`config.mk`:
```
export PLATFORM = sky130hd
export DESIGN_NAME = emmc_serdes_top
export DESIGN_NICKNAME = d
export VERILOG_FILES = /design/src/emmc_serdes_pkg.sv /design/src/emmc_tx_framer.sv /design/src/emmc_lane_deser.sv /design/src/emmc_bitslip_ctrl.sv /design/src/emmc_rx_unpack.sv /design/src/emmc_serdes_top.sv
export SDC_FILE = /design/constraint.sdc
export NUM_CORES = 1
export LEC_CHECK = 0
export BUFFER_PORTS_ARGS = -buffer_cell sky130_fd_sc_hd__buf_2
export CAP_MARGIN = 10
export CORE_MARGIN = 2
export CORE_UTILIZATION = 50
export DETAILED_ROUTE_END_ITERATION = 8
export PLACE_DENSITY = 0.75
export REMOVE_ABC_BUFFERS = 1
export SETUP_SLACK_MARGIN = 0.5
export SYNTH_ARGS = -nofsm -noshare
export SYNTH_HDL_FRONTEND = slang
export SYNTH_SLANG_ARGS = --single-unit
```
`constraint.sdc`:
```
create_clock -name txclk_div -period 1.4 [get_ports txclk_div]
set_input_delay 0.28 -clock txclk_div [delete_from_list [all_inputs] [get_ports txclk_div]]
set_output_delay 0.28 -clock txclk_div [all_outputs]
set_load 0.02 [all_outputs]
```
`src/emmc_serdes_pkg.sv`:
```
package emmc_serdes_pkg;

   // One lane word per txclk_div cycle stands in for the 8:1 DDR stream
   localparam int LANE_W = 8;

   typedef logic [LANE_W-1:0] lane_word_t;

   // Clock lane training word, all eight rotations are distinct
   localparam lane_word_t TRAIN_PATTERN = 8'hC3;

   // Frame marker position in a data lane word
   localparam int MARK_BIT = LANE_W - 1;

   // Transmit side, lane word bits 6..0 in the same order
   typedef struct packed {
      logic [3:0] dat;     // Lane bits 6..3
      logic       dat_oe;  // Lane bit 2
      logic       cmd_oe;  // Lane bit 1
      logic       cmd;     // Lane bit 0
   } tx_frame_t;

   // Receive side, output enables are not returned
   typedef struct packed {
      logic [3:0] dat;     // From lane bits 6..3
      logic       cmd;     // From lane bit 0
   } rx_frame_t;

   // Bit-slip window offset, 0..7
   typedef logic [2:0] slip_t;

   // Alignment FSM
   typedef enum logic [1:0] {
      HUNT,    // Compare clock lane against pattern
      SLIP,    // One-cycle bitslip pulse
      SETTLE,  // Wait for the new window to come through
      LOCKED   // Pattern seen, link usable
   } align_state_t;

endpackage

```
`src/emmc_tx_framer.sv`:
```
module emmc_tx_framer
   import emmc_serdes_pkg::*;
(
   input  logic       txclk_div,
   input  logic       rst,
   input  tx_frame_t  tx_frame_i,
   input  logic       tx_valid_i,
   input  logic       locked_i,
   output logic       tx_ready_o,
   output lane_word_t tx_data_word_o,
   output lane_word_t tx_clk_word_o
);

   logic       tx_accept;   // Frame taken this cycle
   lane_word_t data_word;   // Packed word or idle

   // No frames leave before the receive side is aligned
   assign tx_ready_o = locked_i;
   assign tx_accept  = tx_valid_i & tx_ready_o;

   // Marker in bit 7 tells a frame from an idle word
   always_comb begin
      if (tx_accept) begin
         data_word = {1'b1, tx_frame_i};
      end else begin
         data_word = '0;  // Idle
      end
   end

   always_ff @(posedge txclk_div) begin
      if (!rst) begin
         tx_data_word_o <= '0;
         tx_clk_word_o  <= '0;
      end else begin
         tx_data_word_o <= data_word;      // One word per cycle, no hold
         tx_clk_word_o  <= TRAIN_PATTERN;  // Clock lane always trains
      end
   end

endmodule

```
`src/emmc_lane_deser.sv`:
```
module emmc_lane_deser
   import emmc_serdes_pkg::*;
(
   input  logic       txclk_div,
   input  logic       rst,
   input  lane_word_t lane_word_i,
   input  logic       bitslip_i,
   output lane_word_t aligned_o
);

   localparam int PAIR_W = 2 * LANE_W;

   lane_word_t        prev_q;   // Raw word from last cycle
   slip_t             offset_q; // Window start within the pair
   logic [PAIR_W-1:0] pair;     // 16 consecutive bits, MSB first
   logic [PAIR_W-1:0] shifted;
   lane_word_t        window;

   // Previous word is sent first on the wire
   assign pair = {prev_q, lane_word_i};

   // Barrel window, offset k skips the first k bits
   assign shifted = pair << offset_q;
   assign window  = shifted[PAIR_W-1 -: LANE_W];

   // Raw history keeps loading during reset too
   always_ff @(posedge txclk_div) begin
      prev_q <= lane_word_i;
   end

   always_ff @(posedge txclk_div) begin
      if (!rst) begin
         offset_q  <= '0;
         aligned_o <= '0;
      end else begin
         aligned_o <= window;  // Uses offset before any slip this edge
         if (bitslip_i) begin
            offset_q <= offset_q + 3'd1;  // Wraps 7 -> 0
         end
      end
   end

endmodule

```
`src/emmc_bitslip_ctrl.sv`:
```
module emmc_bitslip_ctrl
   import emmc_serdes_pkg::*;
#(
   parameter int SETTLE_CYCLES = 2
) (
   input  logic       txclk_div,
   input  logic       rst,
   input  lane_word_t clk_word_i,
   output logic       bitslip_o,
   output logic       locked_o
);

   localparam int CNT_W = $clog2(SETTLE_CYCLES + 1);

   align_state_t     state_q;
   align_state_t     state_d;
   logic [CNT_W-1:0] settle_q;  // Cycles spent in SETTLE
   logic             match;     // Clock window shows the pattern
   logic             settle_done;

   assign match       = (clk_word_i == TRAIN_PATTERN);
   assign settle_done = (settle_q == CNT_W'(SETTLE_CYCLES - 1));

   // Moore outputs, low out of reset
   assign bitslip_o = (state_q == SLIP);
   assign locked_o  = (state_q == LOCKED);

   always_comb begin
      state_d = state_q;
      case (state_q)
         HUNT: begin
            if (match) begin
               state_d = LOCKED;
            end else begin
               state_d = SLIP;
            end
         end
         SLIP:   state_d = SETTLE;  // Single pulse
         SETTLE: begin
            if (settle_done) begin
               state_d = HUNT;  // New offset now visible
            end
         end
         LOCKED: begin
            if (!match) begin
               state_d = HUNT;  // Drop lock on any bad clock word
            end
         end
         default: state_d = HUNT;
      endcase
   end

   always_ff @(posedge txclk_div) begin
      if (!rst) begin
         state_q  <= HUNT;
         settle_q <= '0;
      end else begin
         state_q <= state_d;
         if (state_q == SETTLE) begin
            settle_q <= settle_q + CNT_W'(1);
         end else begin
            settle_q <= '0;  // Restart count for next slip
         end
      end
   end

endmodule

```
`src/emmc_rx_unpack.sv`:
```
module emmc_rx_unpack
   import emmc_serdes_pkg::*;
(
   input  logic       txclk_div,
   input  logic       rst,
   input  lane_word_t data_word_i,
   input  logic       locked_i,
   output rx_frame_t  rx_frame_o,
   output logic       rx_valid_o,
   input  logic       rx_ready_i,
   output logic       rx_overrun_o
);

   logic marked;    // Frame word while the link is aligned
   logic can_load;  // Hold register free this cycle
   logic load;

   assign marked   = locked_i & data_word_i[MARK_BIT];
   assign can_load = ~rx_valid_o | rx_ready_i;
   assign load     = marked & can_load;

   // Output enable bits 2..1 are not returned
   always_ff @(posedge txclk_div) begin
      if (load) begin
         rx_frame_o.dat <= data_word_i[6:3];
         rx_frame_o.cmd <= data_word_i[0];
      end
   end

   always_ff @(posedge txclk_div) begin
      if (!rst) begin
         rx_valid_o   <= 1'b0;
         rx_overrun_o <= 1'b0;
      end else begin
         if (load) begin
            rx_valid_o <= 1'b1;
         end else if (rx_ready_i) begin
            rx_valid_o <= 1'b0;  // Consumed, nothing new
         end
         // Sticky, only reset clears it
         if (marked && !can_load) begin
            rx_overrun_o <= 1'b1;
         end
      end
   end

endmodule

```
`src/emmc_serdes_top.sv`:
```
module emmc_serdes_top
   import emmc_serdes_pkg::*;
#(
   parameter int SETTLE_CYCLES = 2
) (
   input  logic       txclk_div,
   input  logic       rst,
   // Transmit handshake
   input  tx_frame_t  tx_frame_i,
   input  logic       tx_valid_i,
   output logic       tx_ready_o,
   // Transmit lanes
   output lane_word_t tx_data_word_o,
   output lane_word_t tx_clk_word_o,
   // Raw receive lanes
   input  lane_word_t rx_clk_word_i,
   input  lane_word_t rx_data_word_i,
   // Receive handshake
   output rx_frame_t  rx_frame_o,
   output logic       rx_valid_o,
   input  logic       rx_ready_i,
   // Status
   output logic       locked_o,
   output logic       rx_overrun_o
);

   logic       bitslip;     // Shared by both lanes
   logic       locked;
   lane_word_t clk_aligned;
   lane_word_t data_aligned;

   assign locked_o = locked;

   emmc_tx_framer u_tx_framer (
      .txclk_div      (txclk_div),
      .rst            (rst),
      .tx_frame_i     (tx_frame_i),
      .tx_valid_i     (tx_valid_i),
      .locked_i       (locked),
      .tx_ready_o     (tx_ready_o),
      .tx_data_word_o (tx_data_word_o),
      .tx_clk_word_o  (tx_clk_word_o)
   );

   // Same slip on both lanes keeps data aligned with clock
   emmc_lane_deser u_clk_lane (
      .txclk_div   (txclk_div),
      .rst         (rst),
      .lane_word_i (rx_clk_word_i),
      .bitslip_i   (bitslip),
      .aligned_o   (clk_aligned)
   );

   emmc_lane_deser u_data_lane (
      .txclk_div   (txclk_div),
      .rst         (rst),
      .lane_word_i (rx_data_word_i),
      .bitslip_i   (bitslip),
      .aligned_o   (data_aligned)
   );

   emmc_bitslip_ctrl #(
      .SETTLE_CYCLES (SETTLE_CYCLES)
   ) u_bitslip_ctrl (
      .txclk_div  (txclk_div),
      .rst        (rst),
      .clk_word_i (clk_aligned),
      .bitslip_o  (bitslip),
      .locked_o   (locked)
   );

   emmc_rx_unpack u_rx_unpack (
      .txclk_div    (txclk_div),
      .rst          (rst),
      .data_word_i  (data_aligned),
      .locked_i     (locked),
      .rx_frame_o   (rx_frame_o),
      .rx_valid_o   (rx_valid_o),
      .rx_ready_i   (rx_ready_i),
      .rx_overrun_o (rx_overrun_o)
   );

endmodule

```
==> results.txt <==
status - finished clean
Sw Share - 0.2793
Synth Instances - 208
maxcap violations - 0
Final Cycle Share - 0.9109
H-tree depth - 2
global placer's final weighted congestion - 0.8539
Pins Over Slew Limit - 0
mapped cell area - 2282 um2
Synth top area share - 0.4474
Finished Cell Area - 3218 um2
Area Growth Syn to Fin - 41.01%
post-synthesis adder-cell area fraction - 0.01645
asr flop ratio synth - 0
drt pass-1 iters - 4
Crit Path Category - reg2reg
hold_buf cts - 0
count of flip-flops with a built-in enable after synthesis - 5
Chip Width - 71.56 um
Setup TNS Final - 0 ns
Clock Skews - 0.006925 ns
Die Height - 71.56 um
drt total wl - 5432 um
clk slew on worst S/H paths - 0.10 ns
Synth Register Bits - 56
layout cells sized above 1 - 0.6103
Final setup viols - 0
CP required - 1.60 ns
mux contribution to synthesized area - 0.1283
Min-Delay Path Class - in2reg
list of most frequent post-synthesis cells - 51 x dfxtp_1, 18 x mux2_2, 18 x o22ai_1, 13 x nor3_1, 12 x nor2_1
Syn Area/Cell - 10.97 um2
antenna-violating nets left - 0
P_int - 2.468 mW
CTS buffer count - 5
Port-buffer cells - 47
Core Box Area - 4384 um2
Highest Clock Rate - 784.2 MHz
Site Rows - 24
crit path capture type - flip-flop
Comb power frac - 0.208
post-synthesis xor/xnor area fraction - 0.01535
startpoint types - flip-flop
I/O pins - 52
Initial Util - 0.5205
largest family of logic cells by synthesized area - simple AND/OR/NAND/NOR gates
nets@finish - 301
vias in the first global route - 1726
Clock Sink Count - 56
Starting DRT DRC Count - 51
Die ar. - 5121 um2
Cell variety after synth - 42
Synth area leader - dfxtp_1
fin util - 0.7340
first-pass GRT wire length - 7852 um
Post-DP HPWL - 2927 um
Pleak - 1.304 nW
Post-Synth Simple-Gate Area - 0.1464
clock tree buffer depth - 2
Max FO, Critical Path - 8
top-count cell post-synth - dfxtp_1
pwr dens - 1064 nW/um2
Fin. Hold Viols - 0
synthesis warning total - 0
Root Driver - clkbuf_8
CTS tree - yes
largest net degree at the start of global routing - 20
register share of total power - 0.528
drt wl/cell - 16.77 um
top_reg_cell synth - dfxtp_1
Antenna diodes - 0
Vias - 1823
Placement Cell Area - 2532 um2
initial antenna violation count - 0
worst-skew pair later-pin latency - 0.31 ns
Synth area leaders - dfxtp_1 45%, mux2_2 8.9%, edfxtp_1 6.6%, o22ai_1 4.9%, mux2i_1 3.9%
post-synthesis compound-gate area fraction - 0.1053
switching pwr - 0.9565 mW
sequential share of the synthesized area - 0.5132
Clock power frac - 0.265
drt via density - 5.627
Post-route DRC - 0
Congestion Overflow GR - 0
RSZ-0062 raised after global routing - true
fin crit period - 1.275 ns
Data arrival, critical path - 1.47 ns
VDD IR-drop max - 0.0006258 V
Global Route Usage Sum - 0.1972
==> cell type report <==
cell class              instances  area (um2)
flip-flops and latches         56        1204
inverters                       3       11.26
fillers                       287        1166
clock buffers                   5       68.82
multi-input cells             132        1249
clock inverters                 3       26.28
well taps                      52       65.06
repair buffers                 73       594.3
==> kinds of logic (layout without fill, tap and decap cells) <==
logic type      after synthesis  count (layout)
flops                        56              56
mux                          27              27
xor+xnor                      4               4
compound gates               35              35
buf+inv                      23              84
other cells                   1               4
fa+ha+maj                     3               3
simple gates                 59              59
==> power groups by stage <==
stage	logic (mW)	clock network [mW]	registers, mW
floorplan	0.292	0	1.84
global placement	0.453	0	1.82
detailed placement	0.459	0	1.83
CTS	0.580	0.917	1.79
global route	0.761	0.973	1.82
finish	0.711	0.906	1.81
==> state kept, by name, indices dropped and copies added (netlist names) <==
signal                      flops
u_data_lane.offset_q            3
u_clk_lane.aligned_o            8
u_clk_lane.prev_q               8
u_bitslip_ctrl.settle_q         2
u_clk_lane.offset_q             3
u_rx_unpack.rx_valid_o          1
u_data_lane.aligned_o           6
u_rx_unpack.rx_frame_o          5
u_bitslip_ctrl.state_q          2
u_tx_framer.tx_clk_word_o       1
u_data_lane.prev_q              8
u_rx_unpack.rx_overrun_o        1
u_tx_framer.tx_data_word_o      8
==> placed cells by master, fill, tap and decap left out, drive strengths merged, types with 2 or more instances in the layout <==
| cell | n |
|---|---|
| conb | 4 |
| xor2 | 2 |
| or2 | 2 |
| buf | 72 |
| and2b | 2 |
| inv | 3 |
| o22ai | 18 |
| mux2 | 18 |
| ha | 3 |
| nor2 | 12 |
| clkinv | 3 |
| o21ai | 4 |
| nand2 | 3 |
| nor3 | 13 |
| clkbuf | 6 |
| edfxtp | 5 |
| dfxtp | 51 |
| nor2b | 6 |
| and2 | 9 |
| mux2i | 9 |
| nand3b | 3 |
| a21oi | 2 |
| o21a | 2 |
| nand2b | 5 |
| xnor2 | 2 |
| a211oi | 3 |
==> through the flow <==
step / setup slack, ns / hold slack, ns / std cells / power [mW]
final: 0.1248 / 0.06203 / 324 / 3.424
after global routing: 0.1039 / 0.05333 / 324 / 3.552
after CTS: 0.1798 / 0.05894 / 319 / 3.292
after detailed placement: 0.02477 / 0.3843 / 301 / 2.288
after global placement: 0.06124 / 0.3819 / 301 / 2.277
after floorplan: 0.008041 / 0.3077 / 191 / 2.129
==> critical path: stages, from the launching register on <==
cell and delay, ns:
dfxtp_4 0.39, buf_12 0.13, mux2_4 0.34, o22ai_1 0.21, nor3_1 0.09
==> layer usage <==
metal,vias to the layer above,GRT usage,part of all wire
met3,19,0.03235,0.060
met2,89,0.3477,0.51
li1,856,-,-
met5,-,0,0
met1,859,0.2370,0.40
met4,0,0.08386,0.034
==> worst paths after layout <==
kind	start	endpoint	slack, ns	depth (start not counted)
worst max register to register	u_clk_lane.offset_q[1]	u_clk_lane.aligned_o[4]	0.12	4
worst max-delay path	u_clk_lane.offset_q[1]	u_clk_lane.aligned_o[4]	0.12	4
worst min-delay path	rx_data_word_i[0]	u_data_lane.prev_q[0]	0.06	1
worst min register to register	u_data_lane.aligned_o[6]	u_rx_unpack.rx_frame_o[4]	0.41	0
==> repair_timing <==
item / in CTS / in global routing
hold endpoints to repair: 0 / 0
endpoints found under the setup margin: 57 / 59
pin swaps: 18 / 12
gates cloned: 0 / 1
resized for setup: 92 / 42
setup buffers: 10 / 4
Power figures use the tool's default switching activity.
